`src/hw/rom_pkg.sv`:
```
// rom fetch shared types
`default_nettype none

package rom_pkg;

    // memory port word address width
    localparam int MEM_AW = 22;

    // requester byte/half address width
    localparam int CPU_AW = 18;

    // region offsets in memory words
    // 8-bit slot sits at the bottom of the rom
    localparam logic [MEM_AW-1:0] CPU_OFFSET = 22'h000000;
    // 16-bit slot region starts 64k words up
    localparam logic [MEM_AW-1:0] GFX_OFFSET = 22'h010000;

    // one rom word, decoded per slot width
    // bytes[0] and halves[0] are the least significant lanes
    typedef union packed {
        logic [3:0][7:0]  bytes;
        logic [1:0][15:0] halves;
    } rom_word_u;

    // read strobe towards memory
    // rd is high for one cycle per read
    typedef struct packed {
        logic              rd;
        logic [MEM_AW-1:0] addr;
    } mem_req_t;

    // memory reply
    // ack is a one-cycle strobe, data valid with it
    typedef struct packed {
        logic      ack;
        rom_word_u data;
    } mem_rsp_t;

endpackage

`default_nettype wire

```
`src/hw/rom_arbiter.sv`:
```
// round robin rom arbiter
`default_nettype none

module rom_arbiter (
    input  logic                       clk,
    input  logic                       rst,
    // slot side
    input  logic [1:0]                 req,
    input  logic [rom_pkg::MEM_AW-1:0] addr0,
    input  logic [rom_pkg::MEM_AW-1:0] addr1,
    output logic [1:0]                 fill,
    output rom_pkg::rom_word_u         fill_data,
    // memory side
    output rom_pkg::mem_req_t          mem_req,
    input  rom_pkg::mem_rsp_t          mem_rsp
);

    import rom_pkg::*;

    typedef enum logic {
        ST_IDLE,
        ST_BUSY
    } state_t;

    state_t            state;
    // slot favoured at the next grant, 0 is the 8-bit slot
    logic              prio;
    // slot being served while busy
    logic              cur;
    logic              gnt;
    logic              start;
    logic              ack_ok;
    logic              rd_q;
    logic [MEM_AW-1:0] addr_q;

    // favoured slot wins if it asks, else the other one
    assign gnt = req[prio] ? prio : ~prio;

    // a new read starts only from idle
    assign start = (state == ST_IDLE) && (|req);

    // ack only counts while a read is outstanding
    assign ack_ok = (state == ST_BUSY) && mem_rsp.ack;

    // one-hot fill back to the owner, same cycle as ack
    assign fill      = {ack_ok && cur, ack_ok && !cur};
    assign fill_data = mem_rsp.data;

    assign mem_req = '{rd: rd_q, addr: addr_q};

    // grant FSM and round robin pointer
    always_ff @(posedge clk or posedge rst) begin
        if (rst) begin
            state <= ST_IDLE;
            prio  <= 1'b0;
            cur   <= 1'b0;
            rd_q  <= 1'b0;
        end else begin
            // rd is a single-cycle strobe
            rd_q <= 1'b0;
            case (state)
                ST_IDLE: begin
                    if (start) begin
                        state <= ST_BUSY;
                        rd_q  <= 1'b1;
                        cur   <= gnt;
                        // other slot goes first next time
                        prio  <= ~gnt;
                    end
                end
                ST_BUSY: begin
                    // one ack closes the read
                    if (mem_rsp.ack) begin
                        state <= ST_IDLE;
                    end
                end
                default: begin
                    state <= ST_IDLE;
                end
            endcase
        end
    end

    // address of the granted slot, held for the read
    always_ff @(posedge clk) begin
        if (start) begin
            addr_q <= gnt ? addr1 : addr0;
        end
    end

endmodule

`default_nettype wire

```
`src/hw/rom_bus_top.sv`:
```
// rom fetch subsystem top
`default_nettype none

module rom_bus_top (
    input  logic                       clk,
    input  logic                       rst,
    // invalidates both caches
    input  logic                       clr,
    // 8-bit requester
    input  logic [rom_pkg::CPU_AW-1:0] cpu_addr,
    input  logic                       cpu_addr_ok,
    output logic                       cpu_data_ok,
    output logic [7:0]                 cpu_dout,
    // 16-bit requester
    input  logic [rom_pkg::CPU_AW-1:0] gfx_addr,
    input  logic                       gfx_addr_ok,
    output logic                       gfx_data_ok,
    output logic [15:0]                gfx_dout,
    // external memory port
    output rom_pkg::mem_req_t          mem_req,
    input  rom_pkg::mem_rsp_t          mem_rsp
);

    import rom_pkg::*;

    // bit 0 is the 8-bit slot, bit 1 the 16-bit slot
    logic [1:0]        req;
    logic [1:0]        fill;
    logic [MEM_AW-1:0] cpu_sdram_addr;
    logic [MEM_AW-1:0] gfx_sdram_addr;
    rom_word_u         fill_data;

    // byte slot at the bottom region
    rom_slot #(
        .DW     (8),
        .OFFSET (CPU_OFFSET)
    ) u_cpu (
        .clk        (clk),
        .rst        (rst),
        .clr        (clr),
        .addr       (cpu_addr),
        .addr_ok    (cpu_addr_ok),
        .data_ok    (cpu_data_ok),
        .dout       (cpu_dout),
        .req        (req[0]),
        .sdram_addr (cpu_sdram_addr),
        .fill       (fill[0]),
        .fill_data  (fill_data)
    );

    // halfword slot in the graphics region
    rom_slot #(
        .DW     (16),
        .OFFSET (GFX_OFFSET)
    ) u_gfx (
        .clk        (clk),
        .rst        (rst),
        .clr        (clr),
        .addr       (gfx_addr),
        .addr_ok    (gfx_addr_ok),
        .data_ok    (gfx_data_ok),
        .dout       (gfx_dout),
        .req        (req[1]),
        .sdram_addr (gfx_sdram_addr),
        .fill       (fill[1]),
        .fill_data  (fill_data)
    );

    // single memory port shared by both slots
    rom_arbiter u_arb (
        .clk       (clk),
        .rst       (rst),
        .req       (req),
        .addr0     (cpu_sdram_addr),
        .addr1     (gfx_sdram_addr),
        .fill      (fill),
        .fill_data (fill_data),
        .mem_req   (mem_req),
        .mem_rsp   (mem_rsp)
    );

endmodule

`default_nettype wire

```
`src/hw/rom_slot.sv`:
```
// cached rom read slot
`default_nettype none

module rom_slot #(
    parameter int DW = 8,
    parameter logic [rom_pkg::MEM_AW-1:0] OFFSET = '0
) (
    input  logic                       clk,
    input  logic                       rst,
    input  logic                       clr,
    // requester side
    input  logic [rom_pkg::CPU_AW-1:0] addr,
    input  logic                       addr_ok,
    output logic                       data_ok,
    output logic [DW-1:0]              dout,
    // arbiter side
    output logic                       req,
    output logic [rom_pkg::MEM_AW-1:0] sdram_addr,
    input  logic                       fill,
    input  rom_pkg::rom_word_u         fill_data
);

    import rom_pkg::*;

    // number of address bits below the word index
    localparam int SUB = (DW == 8) ? 2 : 1;
    // word index width
    localparam int IW = CPU_AW - SUB;

    logic [IW-1:0]  word_idx;
    logic [SUB-1:0] sub;

    // two most recent words, entry 0 is the newest
    logic [IW-1:0]  tag0;
    logic [IW-1:0]  tag1;
    rom_word_u      data0;
    rom_word_u      data1;
    logic [1:0]     valid;

    logic           hit0;
    logic           hit1;
    logic           hit;
    logic           strobe;
    rom_word_u      data_mux;
    logic [DW-1:0]  sel_data;

    // word aligned index and lane select
    assign word_idx = addr[CPU_AW-1:SUB];
    assign sub      = addr[SUB-1:0];

    // tag compare on both entries
    assign hit0 = valid[0] && (tag0 == word_idx);
    assign hit1 = valid[1] && (tag1 == word_idx);
    assign hit  = hit0 || hit1;

    // ask for memory only on a miss
    // a fill in progress already carries the word
    assign req = addr_ok && !hit && !fill;

    // region offset added to the word index
    assign sdram_addr = MEM_AW'(word_idx) + OFFSET;

    // answer on hit or fresh fill
    // skip the cycle right after a strobe, the requester has not moved on yet
    assign strobe = addr_ok && !data_ok && (hit || fill);

    // fresh data passes straight through in the fill cycle
    assign data_mux = fill ? fill_data : (hit0 ? data0 : data1);

    // lane pick through the matching view of the word
    generate
        if (DW == 8) begin : g_byte
            // two low address bits pick the byte
            assign sel_data = data_mux.bytes[sub];
        end else begin : g_half
            // address bit 0 picks the half
            assign sel_data = data_mux.halves[sub];
        end
    endgenerate

    // valid bits and response strobe
    always_ff @(posedge clk or posedge rst) begin
        if (rst) begin
            valid   <= 2'b00;
            data_ok <= 1'b0;
        end else begin
            data_ok <= strobe;
            if (clr) begin
                // drop both entries
                valid <= 2'b00;
            end else if (fill) begin
                // newest in entry 0, old entry 0 ages into entry 1
                valid <= {valid[0], 1'b1};
            end
        end
    end

    // cache contents and output data
    always_ff @(posedge clk) begin
        if (fill) begin
            tag1  <= tag0;
            data1 <= data0;
            tag0  <= word_idx;
            data0 <= fill_data;
        end
        // dout only moves together with data_ok
        if (strobe) begin
            dout <= sel_data;
        end
    end

endmodule

`default_nettype wire

```
`config.mk`:
```
export PLATFORM = sky130hd
export DESIGN_NAME = rom_bus_top
export DESIGN_NICKNAME = d
export VERILOG_FILES = /design/src/hw/rom_pkg.sv /design/src/hw/rom_arbiter.sv /design/src/hw/rom_bus_top.sv /design/src/hw/rom_slot.sv
export SDC_FILE = /design/constraint.sdc
export NUM_CORES = 1
export LEC_CHECK = 0
export BUFFER_PORTS_ARGS = -buffer_cell sky130_fd_sc_hd__buf_2
export CORE_AREA = 5 5 143 145
export CTS_CLUSTER_SIZE = 40
export DETAILED_ROUTE_END_ITERATION = 16
export DIE_AREA = 0 0 148 150
export PLACE_DENSITY = 0.76
export SLEW_MARGIN = 20
export SYNTH_ARGS = -nofsm -noshare
export SYNTH_HDL_FRONTEND = slang
export SYNTH_SLANG_ARGS = --single-unit
```
`constraint.sdc`:
```
create_clock -name clk -period 8.9 [get_ports clk]
set_input_delay 1.78 -clock clk [delete_from_list [all_inputs] [get_ports clk]]
set_output_delay 1.78 -clock clk [all_outputs]
set_load 0.03 [all_outputs]
```
# [Yosys cells after proc, flatten, opt, wreduce, memory -nomap -nowiden]
# Cells that the tools add are included.
[word_totals] out_inout_bits=49 ram_bits=0 latch_bits=0 inputBits=74 wordCells=82 reg_bits=246 romBits=0 memories=0
[classes] n_shift=0 eq_ne=4 magnitude_cmp=3 n_reduce_logical=31 add_sub_neg=1 n_mux=20 bitwise=3 n_div=0 mul=0
[op_table] operator="$mux 32" count=4
[op_table] operator="$mux 16" count=3
[op_table] operator="$eq 17x17->1" count=2
[op_table] operator="$eq 16x16->1" count=2
[op_table] operator="$add 17x17->18 const B" count=1
[op_table] operator="$bmux 8 s2" count=1
[op_table] operator="$logic_and 1x1->1" count=16
[op_table] operator="$mux 2" count=4
[op_table] operator="$mux 8" count=1
[op_table] operator="$logic_not 1->1" count=7
[op_table] operator="$mux 1" count=6
[op_table] operator="$logic_or 1x1->1" count=4
[op_table] operator="$lt 1x2->1 const B" count=2
[op_table] operator="$reduce_bool 2->1" count=2
[op_table] operator="$lt 2x3->1 const B" count=1
[op_table] operator="$not 1->1" count=3
[op_table] operator="$pmux 1 s2" count=1
[op_table] operator="$reduce_and 2->1" count=1
[op_table] operator="$reduce_or 2->1" count=1

# [Depth between registers and ports, before layout]
# Gate-level depths: netlist of the first run.
[depth] depth_word=10 depth_mapped=9

# [Cells and area by module]
# From an unflattened synthesis of the first run, not the netlist that was laid out.
[unflattened] cells_unflattened=836 hier_area_um2=11542.3
[by_module_without_submodules] mod="rom_slot (u_gfx)" area_per_inst_um2=5148.7 cells_each=362 n_inst=1 seq_area_each_um2=3498.4
[by_module_without_submodules] mod="rom_slot (u_cpu)" area_per_inst_um2=5026.1 cells_each=375 n_inst=1 seq_area_each_um2=3198.1
[by_module_without_submodules] mod="rom_arbiter" area_per_inst_um2=1367.6 cells_each=99 n_inst=1 seq_area_each_um2=760.7

# [Worst setup path before layout of the first run]
# No wires, ideal clock.
[synth_timing] kind="input port to flip-flop" start="in mem_rsp[32] in the netlist's numbering" end="reg u_cpu.dout[0] (enable)" setup_ns=0.387 path_buffers=3 stages=8 required_time_ns=8.513 t_arrival_ns=5.451 slack_ns=3.061 path_cell_list="nand2_1 > or2_2 > clkbuf_1 > clkbuf_1 > buf_1 > inv_1 > nor2_1 > nor3b_1"
[synth_via] elab_chain_len=4
[synth_rtl] item="start: declaration" line_no="rom_bus_top.sv:21" rtl="input rom_pkg::mem_rsp_t mem_rsp"
[synth_rtl] item="$logic_and 1x1->1" line_no="rom_arbiter.sv:43" rtl="assign ack_ok = (state == ST_BUSY) && mem_rsp.ack;"
[synth_rtl] item="$logic_and 1x1->1" line_no="rom_arbiter.sv:46" rtl="assign fill = {ack_ok && cur, ack_ok && !cur};"
[synth_rtl] item="net u_cpu.fill" line_no="rom_slot.sv:19" rtl="input logic fill,"
[synth_rtl] item="$logic_or 1x1->1" line_no="rom_slot.sv:65" rtl="assign strobe = addr_ok && !data_ok && (hit || fill);"
[synth_rtl] item="$logic_and 1x1->1" line_no="rom_slot.sv:65"
[synth_rtl] item="net u_cpu.strobe" line_no="rom_slot.sv:43" rtl="logic strobe;"
[synth_rtl] item="end signal: assignment" line_no="rom_slot.sv:108" rtl="dout <= sel_data;"
[synth_rtl] item="end: declaration" line_no="rom_slot.sv:15" rtl="output logic [DW-1:0] dout,"
# The timed path passes the listed nets, and every way through them passes these cells.
# A chain may end at the register's enable or synchronous reset.

# [Final worst setup path of the first run]
[layout_timing] start="in gfx_addr[11] in the netlist's numbering" end="reg u_arb.addr_q[15] (data pin)"
[layout_via] elab_chain_len=10 elab_cells_between_ends=13
[layout_rtl] item="start: declaration" line_no="rom_bus_top.sv:15" rtl="input logic [rom_pkg::CPU_AW-1:0] gfx_addr,"
[layout_rtl] item="$eq 17x17->1, on equally long branches" line_no="rom_slot.sv:52, rom_slot.sv:53"
[layout_rtl] item="$logic_and 1x1->1, on equally long branches" line_no="rom_slot.sv:52, rom_slot.sv:53"
[layout_rtl] item="$logic_or 1x1->1" line_no="rom_slot.sv:54" rtl="assign hit = hit0 || hit1;"
[layout_rtl] item="$logic_not 1->1" line_no="rom_slot.sv:58" rtl="assign req = addr_ok && !hit && !fill;"
[layout_rtl] item="$logic_and 1x1->1 (2 in a row)" line_no="rom_slot.sv:58"
[layout_rtl] item="$mux 1 (implied by the code) (2 in a row)" line_no="rom_arbiter.sv:37" rtl="assign gnt = req[prio] ? prio : ~prio;"
[layout_rtl] item="$mux 1" line_no="rom_arbiter.sv:37"
[layout_rtl] item="$mux 16 *" line_no="rom_arbiter.sv:87" rtl="addr_q <= gnt ? addr1 : addr0;"
[layout_rtl] item="end signal: assignment" line_no="rom_arbiter.sv:87"
[layout_rtl] item="end: declaration" line_no="rom_arbiter.sv:34" rtl="logic [MEM_AW-1:0] addr_q;"
# Every way passes the cells marked *; elsewhere a longest branch is shown, timed or not. The select of a mux whose other input is x is not followed.

==> results of run 1 <==
==> worst reg2reg max path: cells and delay by family (launching register included) <==
family	cells	cell delay, ns
multiplexers	1	0.43
AND/OR/NAND/NOR	4	1.27
AO/OA/AOI/OAI	1	0.56
flip-flops	1	0.41
XOR/XNOR	1	0.15
==> stage by stage <==
step           setup slack (ns)  utilization
2_1_floorplan             3.061            -
5_1_grt                   4.723       0.6169
3_5_place_dp              4.111       0.5749
4_1_cts                   4.635       0.6164
6_report                  4.865       0.6169
3_3_place_gp              4.297       0.5749
==> kinds of logic (layout without fill, tap and decap cells) <==
logic type	count (synthesis)	count (layout)	synth area share
xor+xnor	66	66	0.05671
mux	104	104	0.1375
flops	246	246	0.7199
other cells	1	4	0.0003679
buf+inv	31	175	0.01964
compound gates	44	44	0.02529
simple gates	79	79	0.04063
==> cell type report <==
type	count	area (um2)	area share
flip-flops and latches	246	7337	0.6234
multi-input cells	297	2685	0.2281
clock buffers	36	686.9	0.05836
repair buffers	124	635.6	0.05400
well taps	238	297.8	0.02530
clock inverters	10	105.1	0.008930
inverters	5	22.52	0.001913
==> state kept, by name, indices dropped and copies added (netlist names) <==
signal and flops:
u_gfx.data1 32, u_gfx.data0 32, u_arb.rd_q 1, u_cpu.tag1 16
u_cpu.dout 8, u_cpu.tag0 16, u_gfx.tag0 17, u_cpu.data_ok 1
u_arb.cur 1, u_gfx.valid 2, u_arb.addr_q 18, u_cpu.valid 2
u_arb.prio 1, u_gfx.dout 16, u_cpu.data0 32, u_gfx.data_ok 1
u_arb.state 1, u_gfx.tag1 17, u_cpu.data1 32
==> layer usage <==
| metal | part of all wire | up-vias |
|---|---|---|
| li1 | - | 2448 |
| met1 | 0.43 | 2757 |
| met2 | 0.49 | 202 |
| met3 | 0.070 | 23 |
| met4 | 0.014 | 2 |
| met5 | 0.00062 | - |
==> Yosys cell counts, types with 2 or more instances <==
library cell               instances  share of area
sky130_fd_sc_hd__buf_6             4         0.0044
sky130_fd_sc_hd__nor3_1            2        0.00098
sky130_fd_sc_hd__mux2_2           21          0.023
sky130_fd_sc_hd__nand3_1           4         0.0020
sky130_fd_sc_hd__mux2i_1          32          0.031
sky130_fd_sc_hd__edfxtp_1        236           0.70
sky130_fd_sc_hd__buf_8             3         0.0044
sky130_fd_sc_hd__inv_1             5         0.0018
sky130_fd_sc_hd__or2_2             2         0.0012
sky130_fd_sc_hd__nand2_1           9         0.0033
sky130_fd_sc_hd__xnor2_1          43          0.037
sky130_fd_sc_hd__buf_1             4         0.0015
sky130_fd_sc_hd__buf_4             5         0.0037
sky130_fd_sc_hd__nor2_1           38          0.014
sky130_fd_sc_hd__a21oi_1          37          0.018
sky130_fd_sc_hd__nor4_1            4         0.0025
sky130_fd_sc_hd__nand4_1          10         0.0061
sky130_fd_sc_hd__mux4_2           24          0.053
sky130_fd_sc_hd__xor2_1           23          0.020
sky130_fd_sc_hd__mux2_1           27          0.030
sky130_fd_sc_hd__dfrtp_1          10          0.025
sky130_fd_sc_hd__clkbuf_1          9         0.0033
==> worst paths after layout <==
| kind | slack [ns] | endpoint |
|---|---|---|
| setup / recovery | 4.86 | u_arb.addr_q[15] |
| hold / removal | 0.44 | u_gfx.data1[21] |
| setup reg to reg | 5.84 | u_arb.addr_q[15] |
| hold reg to reg | 0.44 | u_gfx.data1[21] |
| max in group asynchronous | 7.36 | u_cpu.valid[1] |
| min in group asynchronous | 1.24 | u_cpu.data_ok |
==> power groups by stage <==
stage / sequential, mW / clock [mW] / combinational (mW)
after detailed placement: 1.60 / 0 / 0.502
final: 1.58 / 1.01 / 0.499
after floorplan: 1.64 / 0 / 0.303
after global routing: 1.59 / 1.09 / 0.539
after global placement: 1.59 / 0 / 0.479
after CTS: 1.58 / 1.03 / 0.505
==> flow_metrics.py, run 1 <==
metrics = {
    "detailed_routing": {
        "drc_viols": 0,
        "route.final.wire_length_um": 20860,
        "initial_detailed_routing_violation_count": 388,
        "post_drt_via_cell_ratio": 5.682,
        "routed_wire_length_per_instance_um": 21.82,
        "final_antenna_net_count": 0,
        "via_count": 5432,
        "drtPass1Iterations": 5,
    },
    "cells_and_area": {
        "areaGrowthSynthToFinish_pct": 15.48,
        "insertedDiodeCount": 0,
        "most-common-layout-cells": "sky130_fd_sc_hd__edfxtp_1, sky130_fd_sc_hd__buf_2, sky130_fd_sc_hd__xnor2_1",
        "final-instance-count-excl-fill": 956,
        "num-nets-final": 773,
        "drive_above_1_share": 0.3050,
        "layout.filler_cells": 1344,
        "final_common_cell": "sky130_fd_sc_hd__edfxtp_1",
        "post-route-cell-area_um2": 11770,
    },
    "synthesis": {
        "number_of_flops_mapped_to_enable_cells_by_yosys": 236,
        "synthesis.area_per_instance_um2": 17.85,
        "synthesis.instances": 571,
        "synth_seq_cells": 246,
        "yosys_warnings": 0,
        "postSynth.asyncResetShare": 0.04065,
        "yosysUniqueCellTypes": 41,
        "ys_seq_area_frac": 0.7199,
        "post_synth_instance_area_um2": 10190,
        "synth_top_flop_cell": "sky130_fd_sc_hd__edfxtp_1",
    },
    "clocking": {
        "cts_resized": 0,
        "cts_tree": "built",
        "cts-buffers-inserted": 25,
        "clk-insertion-delay-late_ns": 0.52,
        "holdBufCountCts": 0,
        "clkSinkCount": 246,
        "clock-root-buffer": "sky130_fd_sc_hd__clkbuf_16",
        "cts_post_setup_buffers_inserted": 0,
        "clock_tree.htree_level_count": 1,
        "clk_transition_reported_paths_ns": 0.06,
        "clock_path_buffers": 3,
    },
    "place": {
        "dpl-instance-area_um2": 10970,
        "gpl.final_weighted_congestion": 0.8386,
        "detailed_place_hpwl_um": 13690,
        "io_buffer_count": 118,
        "placed_cells_incl_taps": 910,
    },
    "pwr": {
        "total_switching_power_uw": 808.8,
        "cellPowerDensity_nw_per_um2": 262.5,
        "report.power.total_mw": 3.089,
        "comb_power_share": 0.162,
        "power_frac_seq": 0.510,
        "static_leakage_nw": 4.056,
        "power.internal_mw": 2.281,
        "vdd.ir_drop.worst_uv": 195.6,
        "share_of_power_burned_in_the_clock_network": 0.328,
        "switching_power_as_a_share_of_total_power": 0.2618,
    },
    "worst_hold_path": {
        "timing.hold.worst.class": "register to register",
        "hold_path_startpoint": "u_gfx.data0[21]",
        "hold_depth": 0,
    },
    "worst_setup_path": {
        "critical_path_launch_point_type": "input port",
        "timing.critical_path.required_ns": 9.15,
        "worst-path-buf-inv": 1,
        "cpPeakStageDelay_ns": 0.56,
        "worst-setup-path-type": "input port to register",
        "rr_worst_depth": 7,
        "worstSetupPathDepth": 8,
        "crit_path_start": "gfx_addr[11]",
        "regToRegStartpoint": "u_gfx.tag0[10]",
        "crit_fanout": 34,
        "critical_path.top_delay_family": "simple AND/OR/NAND/NOR gates",
        "path_cells": "buf_2 > xnor2_1 > nand4_1 > nor3_2 > nand4_4 > or3b_1 > o21ai_4 > mux2_2",
        "cp_max_delay_cell": "sky130_fd_sc_hd__o21ai_4",
        "worst_setup_path_end_kind": "register",
        "critical_path_arrival_ns": 4.29,
    },
    "timing": {
        "slew_violations": 0,
        "finalHoldViolations": 0,
        "finalSetupViolations": 0,
        "final_total_negative_setup_slack_ns": 0,
        "layout_worst_path_cycle_share": 0.4534,
        "fin_skew_ns": 0.02103,
        "rsz_0062_raised_after_global_routing": "no",
        "max-slew-margin-rel": 0.3112,
        "hold_slack_ns": 0.4433,
        "tightest_slew_ns": 1.033,
        "peak_clock_frequency_supported_by_timing_mhz": 247.8,
        "fin_crit_ns": 4.035,
    },
    "floorplan": {
        "core_region_area_um2": 19080,
        "die_area_um2": 22200,
        "die_h_um": 150,
        "initial_core_utilization": 0.5342,
        "num_rows": 51,
        "boundaryPins": 123,
        "die_extent_in_x_um": 148,
    },
    "flow_run": {
        "timing.max_cap.violations": 0,
    },
    "global_routing": {
        "grt_antenna_before_repair": 1,
        "busiest_layer": "met2",
        "globalRouteTotalUtil": 0.1868,
        "first_pass_grt_wire_length_um": 32320,
        "gr-usage-met3": 0.04361,
        "grt_start_max_net_pins": 81,
        "globalRouteMet2Util": 0.3062,
        "gr-total-overflow": 0,
        "first_global_vias": 5709,
        "global_routing_usage_on_met1": 0.2600,
    },
    "outcome": {
        "run_status": "complete, no violations",
    },
}
Power figures use the tool's default switching activity.
==> run 2: changes to the inputs <==
ABC_AREA = 1   (was unset)
CORE_AREA = 5 5 152 154   (was 5 5 143 145)
DIE_AREA = 0 0 157 159   (was 0 0 148 150)
clock period = 3.42 ns   (was 8.9 ns; I/O delays follow)
==> run 2 against run 1 <==
Net effect: global-route usage grew 1.1 points; first-iteration DRC count is 100% higher; non-clock buffer count increased by 5; via count is 45% higher; count of clock-buffer cells in the layout is 4 lower; sequential power rose to 2.7 times the previous value; synthesized cell count increased by 94%; critical path depth is 1 higher; total power grew to 2.8 times the previous value; worst setup slack lost 3.8 ns; critical endpoint is now u_cpu.dout[1].
==> flow_metrics.py, run 2 <==
metrics = {
    "synthesis": {
        "synthesis.area_per_instance_um2": 10.16,
        "synth_top_flop_cell": "sky130_fd_sc_hd__edfxtp_1",
        "synth_seq_cells": 246,
        "yosys-top-cells-area": "sky130_fd_sc_hd__edfxtp_1, sky130_fd_sc_hd__nand2_1, sky130_fd_sc_hd__inv_1",
        "post_synth_instance_area_um2": 11280,
        "synth_top_cell_area_share": 0.6284,
        "ys_seq_area_frac": 0.6505,
        "synthesis.instances": 1110,
        "synth_largest_area_cell": "sky130_fd_sc_hd__edfxtp_1",
        "postSynth.asyncResetShare": 0.04065,
        "yosysUniqueCellTypes": 37,
        "yosysMostFrequentCell": "sky130_fd_sc_hd__nand2_1",
        "yosys_warnings": 0,
        "yosys-top-cells-count": "sky130_fd_sc_hd__nand2_1, sky130_fd_sc_hd__edfxtp_1, sky130_fd_sc_hd__inv_1",
        "number_of_flops_mapped_to_enable_cells_by_yosys": 236,
    },
    "cells_and_area": {
        "final-instance-count-excl-fill": 1528,
        "most-common-layout-cells": "sky130_fd_sc_hd__nand2_1, sky130_fd_sc_hd__edfxtp_1, sky130_fd_sc_hd__inv_1",
        "drive_above_1_share": 0.1604,
        "layout.filler_cells": 1782,
        "num-nets-final": 1303,
        "final_common_cell": "sky130_fd_sc_hd__nand2_1",
        "areaGrowthSynthToFinish_pct": 14.33,
    },
    "worst_setup_path": {
        "crit_fanout": 26,
        "cpPeakStageDelay_ns": 0.41,
        "worst_setup_path_end_kind": "register",
        "rrSetupSlack_ns": 1.03,
        "critical_path_arrival_ns": 2.59,
        "worst-setup-path-type": "register to register",
        "path_cells": "xnor2_1 > nand3_1 > nor2_4 > nand3_4 > nand2_2 > nor2_2 > inv_1 > nand3b_1 > inv_2",
        "rr_worst_depth": 9,
        "worst_r2r_endpoint": "u_cpu.dout[1]",
        "cp_max_delay_cell": "sky130_fd_sc_hd__edfxtp_1",
        "critical_path_launch_point_type": "register",
        "regToRegStartpoint": "u_cpu.tag0[12]",
        "timing.critical_path.required_ns": 3.62,
    },
    "floorplan": {
        "core_region_area_um2": 21550,
        "die_extent_in_x_um": 157,
        "boundaryPins": 123,
        "die_area_um2": 24960,
        "initial_core_utilization": 0.5233,
        "die_h_um": 159,
        "num_rows": 54,
    },
    "outcome": {
        "run_status": "complete, no violations",
    },
    "pwr": {
        "static_leakage_nw": 5.610,
        "vdd.ir_drop.worst_uv": 408.0,
        "report.power.total_mw": 8.739,
        "cellPowerDensity_nw_per_um2": 677.7,
    },
    "global_routing": {
        "globalRouteTotalUtil": 0.1979,
        "first_pass_grt_wire_length_um": 39840,
        "gr-total-overflow": 0,
        "grt_start_max_net_pins": 101,
        "first_global_vias": 7721,
        "grt_antenna_before_repair": 1,
    },
    "timing": {
        "fin_crit_ns": 2.389,
        "tightest_slew_ns": 0.6717,
        "fin_ws_ns": 1.031,
        "peak_clock_frequency_supported_by_timing_mhz": 418.5,
        "max-slew-margin-rel": 0.5522,
        "final_total_negative_setup_slack_ns": 0,
        "finalHoldViolations": 0,
        "layout_worst_path_cycle_share": 0.6986,
        "rsz_0062_raised_after_global_routing": "no",
        "fin_skew_ns": 0.01673,
        "finalSetupViolations": 0,
        "hold_slack_ns": 0.1640,
        "slew_violations": 0,
    },
    "clocking": {
        "cts-buffers-inserted": 26,
        "clkSinkCount": 246,
        "clk_transition_reported_paths_ns": 0.06,
        "cts_resized": 0,
        "holdBufCountCts": 0,
        "clk-insertion-delay-late_ns": 0.52,
        "clock-root-buffer": "sky130_fd_sc_hd__clkbuf_16",
        "cts_post_setup_buffers_inserted": 0,
        "cts_tree": "built",
        "clock_path_buffers": 3,
        "clock_tree.htree_level_count": 1,
    },
    "detailed_routing": {
        "post_drt_via_cell_ratio": 5.149,
        "initial_detailed_routing_violation_count": 775,
        "drtPass1Iterations": 6,
        "routed_wire_length_per_instance_um": 16.45,
        "drc_viols": 0,
        "via_count": 7868,
        "route.final.wire_length_um": 25140,
        "final_antenna_net_count": 0,
    },
    "place": {
        "detailedPlace.worstSlack_ns": 0.6253,
        "placed_cells_incl_taps": 1481,
        "gpl.final_weighted_congestion": 0.8978,
        "io_buffer_count": 118,
        "detailed_place_hpwl_um": 16790,
    },
    "worst_hold_path": {
        "timing.hold.worst.class": "input port to asynchronous set/reset pin",
    },
    "flow_run": {
        "timing.max_cap.violations": 0,
    },
}
[run 2: cell types whose count changed after synthesis, moves of 14 or more]
| cell | delta |
|---|---|
| sky130_fd_sc_hd__nor2_1 | +72 |
| sky130_fd_sc_hd__nand3_1 | +20 |
| sky130_fd_sc_hd__mux4_2 | -24 |
| sky130_fd_sc_hd__inv_1 | +119 |
| sky130_fd_sc_hd__xor2_1 | -18 |
| sky130_fd_sc_hd__mux2_1 | -27 |
| sky130_fd_sc_hd__mux2_2 | -21 |
| sky130_fd_sc_hd__nand2_1 | +343 |
| sky130_fd_sc_hd__o21ai_1 | +14 |
| sky130_fd_sc_hd__mux2i_1 | -32 |
| sky130_fd_sc_hd__nand4_1 | +16 |
| sky130_fd_sc_hd__xnor2_1 | -26 |
| sky130_fd_sc_hd__o21ai_0 | +65 |
[run 2: cell type report]
class	instances	area, um2	area share
Sequential cell	246	7337	0.5690
Multi-Input combinational cell	694	3213	0.2492
Timing Repair Buffer	129	710.7	0.05511
Clock buffer	32	694.4	0.05385
Inverter	132	499.2	0.03872
Tap cell	280	350.3	0.02717
Clock inverter	14	87.58	0.006792
Antenna cell	1	2.502	0.0001941
[run 2: stage by stage]
stage | area (um2) | util
floorplan | 11370 | -
global placement | 12110 | 0.5619
detailed placement | 12110 | 0.5619
CTS | 12890 | 0.5982
global route | 12890 | 0.5983
finish | 12890 | 0.5983
[run 2: logic make-up (layout without fill, tap and decap cells)]
kind of cell | count (synthesis) | count (layout) | synth area share
compound gates | 121 | 121 | 0.05747
buf+inv | 173 | 307 | 0.06867
other cells | 1 | 5 | 0.0003325
simple gates | 547 | 547 | 0.2059
flops | 246 | 246 | 0.6505
xor+xnor | 22 | 22 | 0.01708
[run 2: worst max path at each step]
stage,start,endpoint,cells past startpoint
floorplan,mem_rsp[32],u_cpu.dout[6],11
global placement,cpu_addr[14],u_arb.addr_q[7],11
detailed placement,cpu_addr[14],u_arb.addr_q[9],11
CTS,u_cpu.tag0[12],u_cpu.dout[3],9
global route,u_cpu.tag0[12],u_arb.addr_q[9],10
finish,u_cpu.tag0[12],u_cpu.dout[1],9
[run 2: worst max-delay path, delay by kind of cell, from the launching register on]
family | cells | cell delay, ns
DFF | 1 | 0.41
xor gates and xnor gates | 1 | 0.28
and+or+nand+nor | 6 | 1.11
buffers and inverters | 2 | 0.28
[run 2: per-layer routing]
layer	GRT usage	part of all wire	wire length [um]	vias up
met2	0.3316	0.48	12140	308
met3	0.03642	0.075	1877	43
met5	0	0	0	-
met4	0.05680	0.029	721	0
met1	0.2646	0.41	10400	3628
li1	-	-	-	3889
[run 2: power by group]
part	internal (mW)	total (mW)	switching (mW)
Sequential	4.04	4.27	0.231
Clock	1.50	2.61	1.11
Combinational	0.525	1.85	1.33
==> run 3: changes to the inputs <==
ABC_AREA = 0   (was 1)
CORE_AREA = 5 5 143 145   (was 5 5 152 154)
DIE_AREA = 0 0 148 150   (was 0 0 157 159)
clock period = 2.32 ns   (was 3.42 ns; I/O delays follow)
==> run 3 against run 2 <==
Net effect: total power rose by 38%; fmax down 17%; wire length fell by 10%; register-to-register slack worse by 1.6 ns; die area shrank 11%; largest power group unchanged; clock skew grew 0.0046 ns; cell area fell by 2.6%; critical path depth unchanged; the flow now finishes with violations (negative setup slack); global-route usage grew 0.28 points; critical endpoint is now u_cpu.dout[2]; non-clock buffer count up 51; flip-flop and latch count stayed put; worst hold slack lost 0.027 ns.
==> flow_metrics.py, run 3 (synthesized netlist as in run 1, its figures left out) <==
metrics = {
    "outcome": {
        "run_status": "finished with violations",
        "violations": "negative setup slack",
    },
    "detailed_routing": {
        "final_antenna_net_count": 0,
        "post_drt_via_cell_ratio": 5.747,
        "routed_wire_length_per_instance_um": 22.38,
        "initial_detailed_routing_violation_count": 466,
        "route.final.wire_length_um": 22620,
        "drc_viols": 0,
        "drtPass1Iterations": 5,
        "via_count": 5810,
    },
    "cells_and_area": {
        "final_common_cell": "sky130_fd_sc_hd__edfxtp_1",
        "areaGrowthSynthToFinish_pct": 23.29,
        "most-common-layout-cells": "sky130_fd_sc_hd__edfxtp_1, sky130_fd_sc_hd__buf_2, sky130_fd_sc_hd__buf_4",
        "drive_above_1_share": 0.3997,
        "seqCellArea_um2": 7337,
        "num-nets-final": 830,
        "layout.filler_cells": 1276,
        "post_layout_utilization_of_the_core": 0.6586,
        "multi_input_gate_area_in_the_final_layout_um2": 2915,
        "insertedDiodeCount": 0,
    },
    "worst_setup_path": {
        "regToRegStartpoint": "u_cpu.tag0[11]",
        "timing.critical_path.required_ns": 2.58,
        "critical_path_arrival_ns": 3.12,
        "worst_setup_path_end_kind": "register",
        "critical_path_launch_point_type": "register",
        "worst-setup-path-type": "register to register",
        "crit_path_start": "u_cpu.tag0[11]",
        "crit_fanout": 8,
    },
    "timing": {
        "hold_slack_ns": 0.1370,
        "final_total_negative_setup_slack_ns": -13.78,
        "fin_crit_ns": 2.864,
        "rsz_0062_raised_after_global_routing": "yes",
        "peak_clock_frequency_supported_by_timing_mhz": 349.2,
        "finalHoldViolations": 0,
        "slew_violations": 0,
        "fin_skew_ns": 0.02133,
        "layout_worst_path_cycle_share": 1.234,
        "finalSetupViolations": 67,
        "fin_ws_ns": -0.5437,
    },
    "floorplan": {
        "initial_core_utilization": 0.5342,
        "num_rows": 51,
        "boundaryPins": 123,
        "die_h_um": 150,
        "core_region_area_um2": 19080,
        "die_area_um2": 22200,
        "die_extent_in_x_um": 148,
    },
    "global_routing": {
        "globalRouteTotalUtil": 0.2007,
        "grt_start_max_net_pins": 65,
        "first_pass_grt_wire_length_um": 34460,
        "gr-total-overflow": 0,
        "grt_antenna_before_repair": 1,
        "first_global_vias": 6117,
    },
    "pwr": {
        "vdd.ir_drop.worst_uv": 669.8,
        "power.internal_mw": 8.819,
        "cellPowerDensity_nw_per_um2": 962.1,
        "report.power.total_mw": 12.09,
        "comb_power_share": 0.190,
        "static_leakage_nw": 4.511,
        "share_of_power_burned_in_the_clock_network": 0.310,
        "total_switching_power_mw": 3.271,
        "switching_power_as_a_share_of_total_power": 0.2706,
        "power_frac_seq": 0.500,
    },
    "clocking": {
        "clkSinkCount": 246,
        "clock_path_buffers": 3,
        "clk-insertion-delay-late_ns": 0.52,
        "cts-buffers-inserted": 24,
        "clk_transition_reported_paths_ns": 0.07,
        "clock_tree.htree_level_count": 1,
        "cts_tree": "built",
        "clock-root-buffer": "sky130_fd_sc_hd__clkbuf_16",
    },
    "worst_hold_path": {
        "hold_path_startpoint": "clr",
        "timing.hold.worst.class": "input port to register",
    },
    "place": {
        "detailed_place_hpwl_um": 14510,
        "io_buffer_count": 118,
        "gpl.final_weighted_congestion": 0.8390,
    },
    "flow_run": {
        "timing.max_cap.violations": 0,
    },
}
-- run 3: changes by cell type in the layout (fill, tap and decap cells not counted), sizes merged, moves of 16 or more --
cell   previous run  this run
nand2           358         9
inv             130         3
nor2            118        38
o21ai            83         4
buf             129       178
mux2              0        48
mux2i             0        32
xnor2            17        43
mux4              0        24
nand3            28         4
xor2              5        23
nand4            27        11
-- run 3: critical path: stages (launching register included) --
cell	delay [ns]
sky130_fd_sc_hd__edfxtp_1	0.44
sky130_fd_sc_hd__xnor2_2	0.24
sky130_fd_sc_hd__nand4_1	0.17
sky130_fd_sc_hd__or3_4	0.38
sky130_fd_sc_hd__nor3_4	0.20
sky130_fd_sc_hd__buf_4	0.19
sky130_fd_sc_hd__clkbuf_16	0.17
sky130_fd_sc_hd__mux2i_1	0.20
sky130_fd_sc_hd__a21oi_1	0.12
sky130_fd_sc_hd__mux4_2	0.50
-- run 3: timing repair --
| item | CTS | global route |
|---|---|---|
| hold endpoints to repair | 10 | 0 |
| pin swaps | 9 | 6 |
| gates resized for setup | 13 | 7 |
| endpoints found under the setup margin | 83 | 87 |
| cloned | 4 | 1 |
| hold buffers | 1 | 0 |
| buffers inserted | 4 | 1 |
-- run 3: layout make-up --
type | count | share of cell area
sequential | 246 | 0.5839
inverter | 5 | 0.002091
timing repair buffer | 180 | 0.09848
clock buffer | 25 | 0.04809
multi-input combinational | 299 | 0.2320
clock inverter | 18 | 0.01175
tap | 238 | 0.02370
-- run 3: worst paths after layout --
| path | to | slack [ns] | cells after the start |
|---|---|---|---|
| max reg2reg | u_cpu.dout[2] | -0.54 | 9 |
| min in group asynchronous | u_gfx.data_ok | 0.48 | 3 |
| max | u_cpu.dout[2] | -0.54 | 9 |
| max in group asynchronous | u_cpu.data_ok | 1.53 | 3 |
| min reg2reg | u_gfx.data1[14] | 0.45 | 0 |
| min | u_gfx.valid[1] | 0.14 | 2 |
-- run 3: per-stage QoR --
step | instance area, um2 | setup slack [ns] | instances
after detailed placement | 11570 | -0.6536 | 958
final | 12570 | -0.5437 | 1011
after global placement | 11570 | -0.5650 | 958
after global routing | 12570 | -0.6174 | 1011
after CTS | 12520 | -0.4569 | 1010
after floorplan | 10370 | -0.7767 | 574
-- run 3: metal layers --
metal,up-vias,track usage,part of all wire
met5,-,0,0.00057
met4,2,0.05173,0.021
met3,39,0.03786,0.064
met2,248,0.3311,0.49
met1,2940,0.2792,0.42
li1,2581,-,-
-- run 3: power by group through the flow --
stage / clock network (mW) / logic [mW] / registers (mW)
after floorplan: 0 / 1.24 / 6.28
after global routing: 4.02 / 2.46 / 6.10
after global placement: 0 / 2.10 / 6.07
final: 3.75 / 2.30 / 6.04
after detailed placement: 0 / 2.18 / 6.11
after CTS: 3.82 / 2.31 / 6.03
